### config.mk
export PLATFORM = sky130hd
export DESIGN_NAME = kyber_hash_frontend
export DESIGN_NICKNAME = d
export VERILOG_FILES = /design/src/kyber_frame_pkg.sv /design/src/hash_word_if.sv /design/src/kyber_hash_frontend.sv /design/src/sponge_arbiter.sv /design/src/pk_absorber.sv /design/src/seed_framer.sv
export SDC_FILE = /design/constraint.sdc
export NUM_CORES = 1
export LEC_CHECK = 0
export BUFFER_PORTS_ARGS = -buffer_cell sky130_fd_sc_hd__clkbuf_2
export CAP_MARGIN = 20
export CELL_PAD_IN_SITES_DETAIL_PLACEMENT = 1
export CELL_PAD_IN_SITES_GLOBAL_PLACEMENT = 2
export CORE_UTILIZATION = 26
export DETAILED_ROUTE_END_ITERATION = 8
export GPL_TIMING_DRIVEN = 0
export HOLD_SLACK_MARGIN = 0.12
export PLACE_DENSITY = 0.69
export RECOVER_POWER = 100
export SLEW_MARGIN = 20
export SYNTH_ARGS = -nofsm -noshare
export SYNTH_HDL_FRONTEND = slang
export SYNTH_SLANG_ARGS = --single-unit
### constraint.sdc
create_clock -name clk -period 7.44 [get_ports clk]
set_input_delay 0.744 -clock clk [delete_from_list [all_inputs] [get_ports clk]]
set_output_delay 0.744 -clock clk [all_outputs]
set_load 0.005 [all_outputs]
### src/kyber_frame_pkg.sv
`default_nettype none

package kyber_frame_pkg;

	typedef logic [31:0] word_t;
	typedef logic [255:0] seed_t;

	localparam int SEED_WORDS = 8;

	// sponge rates in 32-bit words
	localparam int RATE_SHA3_256_WORDS = 34;
	localparam int RATE_SHAKE128_WORDS = 42;
	localparam int RATE_SHAKE256_WORDS = 34;

	localparam word_t DOMAIN_SHA3_WORD = 32'h00000006;
	localparam logic [7:0] SHAKE_SUFFIX = 8'h1f;
	localparam word_t PAD_END_WORD = 32'h80000000;

	typedef enum logic [1:0] {
		sha3_256,
		shake128,
		shake256
	} sponge_mode_t;

	// one framed word as seen by the sponge core
	typedef struct packed {
		word_t        data;
		sponge_mode_t mode;
		logic         block_last;
		logic         msg_last;
	} hash_word_t;

	typedef logic [2:0] rank_t;

	// public key is k polynomials of 96 words plus the 8-word rho
	function automatic int unsigned pk_words(input rank_t k);
		return 96 * int'(k) + 8;
	endfunction

	// room for the domain word and the end word, rounded up to whole blocks
	function automatic int unsigned pk_total_words(input rank_t k);
		int unsigned blocks;
		blocks = (pk_words(k) + 2 + RATE_SHA3_256_WORDS - 1) / RATE_SHA3_256_WORDS;
		return blocks * RATE_SHA3_256_WORDS;
	endfunction

endpackage

`default_nettype wire
### src/hash_word_if.sv
`timescale 1ns/10ps
`default_nettype none

interface hash_word_if
	import kyber_frame_pkg::*;
();

	logic       valid;
	logic       ready;
	hash_word_t word;
	// high while a message is on its way out
	logic       busy;

	modport source (
		output valid,
		output word,
		output busy,
		input  ready
	);

	modport sink (
		input  valid,
		input  word,
		input  busy,
		output ready
	);

endinterface

`default_nettype wire

### src/kyber_hash_frontend.sv
`timescale 1ns/10ps
`default_nettype none

module kyber_hash_frontend
	import kyber_frame_pkg::*;
(
	input  logic         clk,
	input  logic         rst,
	// seed job
	input  logic         seed_valid,
	output logic         seed_ready,
	input  seed_t        seed_data,
	input  logic         seed_xof,
	input  logic [3:0]   nonce,
	input  logic [1:0]   row,
	input  logic [1:0]   col,
	// public key job
	input  logic         pk_start,
	input  rank_t        k,
	output logic         pk_busy,
	input  logic         pk_valid,
	output logic         pk_ready,
	input  word_t        pk_data,
	// framed words towards the sponge core
	output logic         hash_valid,
	input  logic         hash_ready,
	output word_t        hash_data,
	output sponge_mode_t hash_mode,
	output logic         hash_block_last,
	output logic         hash_msg_last
);

	hash_word_if seed_if ();
	hash_word_if pk_if ();

	seed_framer i_seed_framer (
		.clk        (clk),
		.rst        (rst),
		.seed_valid (seed_valid),
		.seed_ready (seed_ready),
		.seed_data  (seed_data),
		.seed_xof   (seed_xof),
		.nonce      (nonce),
		.row        (row),
		.col        (col),
		.out        (seed_if.source)
	);

	pk_absorber i_pk_absorber (
		.clk      (clk),
		.rst      (rst),
		.pk_start (pk_start),
		.k        (k),
		.pk_busy  (pk_busy),
		.pk_valid (pk_valid),
		.pk_ready (pk_ready),
		.pk_data  (pk_data),
		.out      (pk_if.source)
	);

	sponge_arbiter i_sponge_arbiter (
		.clk             (clk),
		.rst             (rst),
		.pk_src          (pk_if.sink),
		.seed_src        (seed_if.sink),
		.hash_valid      (hash_valid),
		.hash_ready      (hash_ready),
		.hash_data       (hash_data),
		.hash_mode       (hash_mode),
		.hash_block_last (hash_block_last),
		.hash_msg_last   (hash_msg_last)
	);

endmodule

`default_nettype wire

### src/sponge_arbiter.sv
`timescale 1ns/10ps
`default_nettype none

module sponge_arbiter
	import kyber_frame_pkg::*;
(
	input  logic         clk,
	input  logic         rst,
	hash_word_if.sink    pk_src,
	hash_word_if.sink    seed_src,
	output logic         hash_valid,
	input  logic         hash_ready,
	output word_t        hash_data,
	output sponge_mode_t hash_mode,
	output logic         hash_block_last,
	output logic         hash_msg_last
);

	typedef enum logic [1:0] {
		gnt_idle,
		gnt_pk,
		gnt_seed
	} grant_t;

	grant_t     grant;
	logic       sel_pk;
	logic       sel_seed;
	logic       fire;
	hash_word_t out_word;

	// public key wins a tie while idle
	assign sel_pk = (grant == gnt_pk) || (grant == gnt_idle && pk_src.valid);
	assign sel_seed = (grant == gnt_seed) ||
		(grant == gnt_idle && !pk_src.valid && seed_src.valid);

	assign out_word = sel_pk ? pk_src.word : seed_src.word;

	always_comb begin
		if (sel_pk)
			hash_valid = pk_src.valid;
		else if (sel_seed)
			hash_valid = seed_src.valid;
		else
			hash_valid = 1'b0;
	end

	assign hash_data = out_word.data;
	assign hash_mode = out_word.mode;
	assign hash_block_last = out_word.block_last;
	assign hash_msg_last = out_word.msg_last;

	// the waiting source sees ready low until the running message ends
	assign pk_src.ready = sel_pk && hash_ready;
	assign seed_src.ready = sel_seed && hash_ready;

	assign fire = hash_valid && hash_ready;

	always_ff @(posedge clk) begin
		if (rst) begin
			grant <= gnt_idle;
		end else if (fire && out_word.msg_last) begin
			grant <= gnt_idle;
		end else if (grant == gnt_idle) begin
			// lock as soon as a word is presented, even if stalled
			if (pk_src.valid)
				grant <= gnt_pk;
			else if (seed_src.valid)
				grant <= gnt_seed;
		end
	end

	// a source keeps the grant for as long as its message is running
	a_pk_lock: assert property (@(posedge clk) disable iff (rst)
		grant == gnt_pk && pk_src.busy |=> grant == gnt_pk || !pk_src.busy);

	a_seed_lock: assert property (@(posedge clk) disable iff (rst)
		grant == gnt_seed && seed_src.busy |=> grant == gnt_seed || !seed_src.busy);

endmodule

`default_nettype wire

### src/pk_absorber.sv
`timescale 1ns/10ps
`default_nettype none

module pk_absorber
	import kyber_frame_pkg::*;
(
	input  logic        clk,
	input  logic        rst,
	input  logic        pk_start,
	input  rank_t       k,
	output logic        pk_busy,
	input  logic        pk_valid,
	output logic        pk_ready,
	input  word_t       pk_data,
	hash_word_if.source out
);

	typedef enum logic [2:0] {
		st_idle,
		st_data,
		st_domain,
		st_zero,
		st_final
	} state_t;

	state_t     state;
	rank_t      k_q;
	logic [5:0] blk_cnt;
	logic [8:0] total_cnt;
	logic [8:0] data_len;
	logic [8:0] total_len;
	logic       word_valid;
	logic       fire;
	hash_word_t word;

	// message lengths follow the latched rank
	assign data_len = 9'(pk_words(k_q));
	assign total_len = 9'(pk_total_words(k_q));

	assign pk_busy = (state != st_idle);
	assign fire = word_valid && out.ready;

	// key words go straight through during the data phase
	assign pk_ready = (state == st_data) && out.ready;

	always_comb begin
		word_valid = 1'b1;
		word.mode = sha3_256;
		word.block_last = (blk_cnt == 6'(RATE_SHA3_256_WORDS - 1));
		word.msg_last = (state == st_final);
		case (state)
			st_data: begin
				word_valid = pk_valid;
				word.data = pk_data;
			end
			st_domain: word.data = DOMAIN_SHA3_WORD;
			st_zero:   word.data = '0;
			st_final:  word.data = PAD_END_WORD;
			default: begin
				word_valid = 1'b0;
				word.data = '0;
			end
		endcase
	end

	assign out.word = word;
	assign out.valid = word_valid;
	// message counts as started once the first key word shows up
	assign out.busy = (state != st_idle) && ((total_cnt != '0) || word_valid);

	always_ff @(posedge clk) begin
		if (rst) begin
			state <= st_idle;
			blk_cnt <= '0;
			total_cnt <= '0;
		end else if (state == st_idle) begin
			blk_cnt <= '0;
			total_cnt <= '0;
			if (pk_start)
				state <= st_data;
		end else if (fire) begin
			total_cnt <= total_cnt + 9'd1;
			if (blk_cnt == 6'(RATE_SHA3_256_WORDS - 1))
				blk_cnt <= '0;
			else
				blk_cnt <= blk_cnt + 6'd1;
			case (state)
				st_data: begin
					if (total_cnt == data_len - 9'd1)
						state <= st_domain;
				end
				st_domain, st_zero: begin
					if (total_cnt == total_len - 9'd2)
						state <= st_final;
					else
						state <= st_zero;
				end
				default: state <= st_idle;
			endcase
		end
	end

	always_ff @(posedge clk) begin
		if (state == st_idle && pk_start)
			k_q <= k;
	end

	a_rank_legal: assert property (@(posedge clk) disable iff (rst)
		pk_busy |-> k_q inside {3'd2, 3'd3, 3'd4});

endmodule

`default_nettype wire

### src/seed_framer.sv
`timescale 1ns/10ps
`default_nettype none

module seed_framer
	import kyber_frame_pkg::*;
(
	input  logic        clk,
	input  logic        rst,
	input  logic        seed_valid,
	output logic        seed_ready,
	input  seed_t       seed_data,
	input  logic        seed_xof,
	input  logic [3:0]  nonce,
	input  logic [1:0]  row,
	input  logic [1:0]  col,
	hash_word_if.source out
);

	typedef enum logic [1:0] {
		ph_idle,
		ph_seed,
		ph_suffix,
		ph_pad
	} phase_t;

	phase_t     phase;
	seed_t      seed_sr;
	logic       xof_q;
	logic [3:0] nonce_q;
	logic [1:0] row_q;
	logic [1:0] col_q;
	logic [5:0] word_cnt;
	logic [5:0] last_idx;
	logic       last_word;
	logic       fire;
	word_t      suffix_word;
	hash_word_t word;

	assign seed_ready = (phase == ph_idle);
	assign fire = out.valid && out.ready;

	// xof jobs use the shake128 rate, prf jobs the shake256 rate
	assign last_idx = xof_q ? 6'(RATE_SHAKE128_WORDS - 1) : 6'(RATE_SHAKE256_WORDS - 1);
	assign last_word = (word_cnt == last_idx);

	// xof suffix carries the matrix indices, prf suffix the nonce
	always_comb begin
		if (xof_q)
			suffix_word = {8'h00, SHAKE_SUFFIX, 6'h00, col_q, 6'h00, row_q};
		else
			suffix_word = {16'h0000, SHAKE_SUFFIX, 4'h0, nonce_q};
	end

	always_comb begin
		word.mode = xof_q ? shake128 : shake256;
		word.block_last = (phase == ph_pad) && last_word;
		word.msg_last = (phase == ph_pad) && last_word;
		case (phase)
			ph_seed:   word.data = seed_sr[31:0];
			ph_suffix: word.data = suffix_word;
			ph_pad:    word.data = last_word ? PAD_END_WORD : '0;
			default:   word.data = '0;
		endcase
	end

	assign out.word = word;
	assign out.valid = (phase != ph_idle);
	assign out.busy = (phase != ph_idle);

	always_ff @(posedge clk) begin
		if (rst) begin
			phase <= ph_idle;
			word_cnt <= '0;
		end else begin
			case (phase)
				ph_idle: begin
					if (seed_valid) begin
						phase <= ph_seed;
						word_cnt <= '0;
					end
				end
				ph_seed: begin
					if (fire) begin
						word_cnt <= word_cnt + 6'd1;
						if (word_cnt == 6'(SEED_WORDS - 1))
							phase <= ph_suffix;
					end
				end
				ph_suffix: begin
					if (fire) begin
						word_cnt <= word_cnt + 6'd1;
						phase <= ph_pad;
					end
				end
				default: begin
					if (fire) begin
						word_cnt <= word_cnt + 6'd1;
						if (last_word)
							phase <= ph_idle;
					end
				end
			endcase
		end
	end

	// seed register drops one word per transfer, lsw first
	always_ff @(posedge clk) begin
		if (seed_valid && seed_ready) begin
			seed_sr <= seed_data;
			xof_q <= seed_xof;
			nonce_q <= nonce;
			row_q <= row;
			col_q <= col;
		end else if (phase == ph_seed && fire) begin
			seed_sr <= {seed_sr[31:0], seed_sr[255:32]};
		end
	end

	// a stalled word stays on the stream until the arbiter takes it
	a_valid_held: assert property (@(posedge clk) disable iff (rst)
		out.valid && !out.ready |=> out.valid && $stable(out.word));

endmodule

`default_nettype wire

==> impl_results.md <==
* # setup viols final at 3
* DR vias at roughly 13k
* GP Congestion at roughly 0.85
* Seq/Total Area, Yosys at between 50% and 60%
* Die H at between 200 and 250 um
* Root buf cell: clkbuf_16
* Max Slew Vio Count at 165
* Status: finished, violations left
* Largest net degree at the start of global routing at 98
* GRT Total Usage at 19.8%
* Worst reg2reg path depth at 37
* Final Skew at ~0.021 ns
* Sequential cell area at around 0.0086 mm^2
* CTS Hold Bufs at 0
* Synthesis-to-layout area growth at 30.7%
* Max H-tree Level at 2
* Starting density of the core at a little over a quarter
* Max IR drop VDD at between 0.15 and 0.2 mV
* Crit Reg-Reg Endpoint: i_pk_absorber.state[2]$_SDFFE_PP0P_
* Crit Path Max Fanout at 10
* Post-Syn Area at 0.0151 mm^2
* Cells after synthesis at about 1.6k
* Seq cells post-synth at around 300
* DRC at 0
* Total congestion overflow at 0
* Fin crit period at 7.53 ns
* Die area at between 0.05 and 0.06 mm^2
* Fmax at between 0.1 and 0.15 GHz
* Failing checks: capacitance limit, slew limit, setup timing
* Final HPWL DP at roughly 45 mm
* Final core occ at about a third
* Tot Pwr at approximately 9 mW
* Pwr dens at 455 mW/mm^2
* Area of the multi-input gates at around 0.0064 mm^2
* CTS Sinks at 296
* Max Buffers Root-to-Sink at 3
* First drt pass iteration count at 4
* Pleak at 8.73 nW
* Crit path kind: reg2reg
* CP top delay family: compound AO/OA/AOI/OAI gates
* Global-route wire length before repair at between 80 and 90 mm
* CP max stage delay at around 0.57 ns
* Unique masters post-synth at slightly above 80
* Syn Area/Cell at around 9.2 um^2
* Cell Rows at a little under 90
* Setup TNS at -0.236 ns
* # port buffers at around 350
* Total Nets Final at about 2.4k
* R2R setup slack at -0.09 ns
* Dpl ws at -1.33 ns
* Hold depth at 1
* Vias per inst at 4.65
* Max-slew headroom at -19.8%
* Worst min path class: in2reg
* Crit-path slowest cell: fa_1
* Ys Warns at 0
* Number of buffer and inverter instances along the worst setup path at 7
* Core area at between 0.05 and 0.06 mm^2
* Ys flop type: edfxtp_1
* Hold_ws at between 0.3 and 0.4 ns
* Post-synth EDFFs at ~270
* Transition time of the tightest slew-check pin at about 1.8 ns
* Commonest non-fill, non-tap cells in the layout: nand2_1 (815), clkbuf_2 (336), edfxtp_1 (268), clkbuf_1 (89)
* Routed Antenna Nets at 0
* CP Launch Type: register
* Final clock period utilization by the worst path at 101%
* Worst reg2reg startpoint: i_pk_absorber.k_q[0]$_DFFE_PP_
* Worst Min Path Start: nonce[2]
* Vias in the first global route at around 14k
* CTS clk-pin slew, worst paths at 0.06 ns
* Commonest non-fill, non-tap cell in the layout: nand2_1
* TritonCTS Buffers at 37
* Routed WL per cell at a little over 20 um
* Layout cell share with drive strength beyond 1 at around 25%
* Maxcap violations at 3
* I/O Pins at 346
* Fill count at 6820
* Worst Hold End: i_seed_framer.nonce_q[2]$_DFFE_PP_
* CTS tree: yes
* Iteration-0 DRC Markers at 801
* Clk_lat worst skew at between 0.5 and 0.6 ns
* Final hold vios at 0
* Die Width at ~240 um
* Fraction of registers with async set/reset at 0%
* Antenna violations before repair at 20
* Worst Path Required at between 7 and 8 ns
* Drt total wl at 58.8 mm
* Final worst setup slack at -0.0855 ns
* Crit path arrival time at 8.03 ns
* CP endpoint kind: register
* RSZ-0062 raised after global routing: true
==> kinds of logic (layout without fill, tap and decap cells) <==
group,count (synthesis),after routing,share of synthesized area [%]
other cells,1,7,0.0248
compound gates,183,183,9.01
mux,7,7,0.497
simple gates,982,982,26.2
buf+inv,106,571,2.74
fa+ha+maj,28,28,2.42
flops,296,296,57.0
xor+xnor,34,34,2.02
==> power by group <==
part	internal [mW]	switching (mW)	leakage, nW	total (mW)
registers	2.79	0.266	2.83	3.06
clock network	0.975	0.750	0.549	1.73
logic	1.51	2.67	5.36	4.18
total	5.28	3.69	8.73	8.97
==> cell usage after synthesis, types with 6 or more instances <==
cell	n	area, um^2
or2_2	7	43.8
dfxtp_1	28	561
nor4_1	7	43.8
xnor2_1	16	140
a31oi_1	11	68.8
and2_1	12	75.1
o211ai_1	8	60.1
xor2_1	17	149
nand2b_1	10	62.6
buf_1	10	37.5
nand2_1	818	3070
nor3_1	12	60.1
a21oi_1	33	165
clkbuf_1	65	244
nand4_1	9	56.3
nor2_1	52	195
a21o_1	7	52.6
ha_1	26	325
or3_1	10	62.6
nand3_1	24	120
o31ai_1	7	52.6
o21ai_0	26	130
a211oi_1	10	75.1
a22o_1	19	166
edfxtp_1	268	8050
a22oi_1	9	67.6
inv_1	22	82.6
nor2b_1	6	37.5
==> registers in the layout (all words and copies together) (netlist names), 3 cells and up <==
signal and count:
i_pk_absorber.blk_cnt 6, i_seed_framer.seed_sr 256, i_seed_framer.word_cnt 6, i_seed_framer.nonce_q 4, i_pk_absorber.k_q 3, i_pk_absorber.state 3
i_pk_absorber.total_cnt 9
==> stage by stage <==
stage | area [um^2] | std cells
after detailed placement | 18000 | 2743
after floorplan | 15200 | 1638
final | 19700 | 2864
after CTS | 19600 | 2844
after global placement | 17900 | 2739
after global routing | 19700 | 2862
==> area by class of cell <==
| class | instances | area share (%) |
|---|---|---|
| plain buffers | 80 | 1.74 |
| diodes | 5 | 0.0634 |
| flip-flops and latches | 296 | 43.6 |
| clock inverters | 17 | 0.660 |
| well taps | 756 | 4.80 |
| clock buffers | 48 | 5.01 |
| inverters | 25 | 0.552 |
| multi-input cells | 1236 | 32.6 |
| repair buffers | 401 | 10.9 |
==> metal layers <==
layer  up-vias  track usage, %  part of all wire (%)
met5         -               0                  0.31
met4        28            5.33                   2.3
met3        96            4.89                   6.1
met2       333            33.0                    48
met1      6436            25.3                    44
li1       6429               -                     -
==> worst max-delay path by stage <==
stage | cells after the start | end | from | slack (ns)
2_1_floorplan | 38 | i_pk_absorber.state[0]$_SDFFE_PP0P_ | i_pk_absorber.k_q[0]$_DFFE_PP_ | 0.007
3_3_place_gp | 41 | i_pk_absorber.state[2]$_SDFFE_PP0P_ | i_pk_absorber.k_q[0]$_DFFE_PP_ | -1.37
3_5_place_dp | 40 | i_pk_absorber.state[0]$_SDFFE_PP0P_ | i_pk_absorber.k_q[0]$_DFFE_PP_ | -1.33
4_1_cts | 40 | i_pk_absorber.state[2]$_SDFFE_PP0P_ | i_pk_absorber.k_q[0]$_DFFE_PP_ | -0.03
5_1_grt | 38 | i_pk_absorber.state[2]$_SDFFE_PP0P_ | i_pk_absorber.k_q[0]$_DFFE_PP_ | -0.39
6_report | 37 | i_pk_absorber.state[2]$_SDFFE_PP0P_ | i_pk_absorber.k_q[0]$_DFFE_PP_ | -0.09
==> what timing repair did <==
item	in CTS	in global routing
pin swaps	28	24
resized for setup	30	27
endpoints found under the hold margin	0	0
setup endpoints to repair	3	3
setup buffers	36	16
Note: power is estimated with default switching activity, not from simulation.
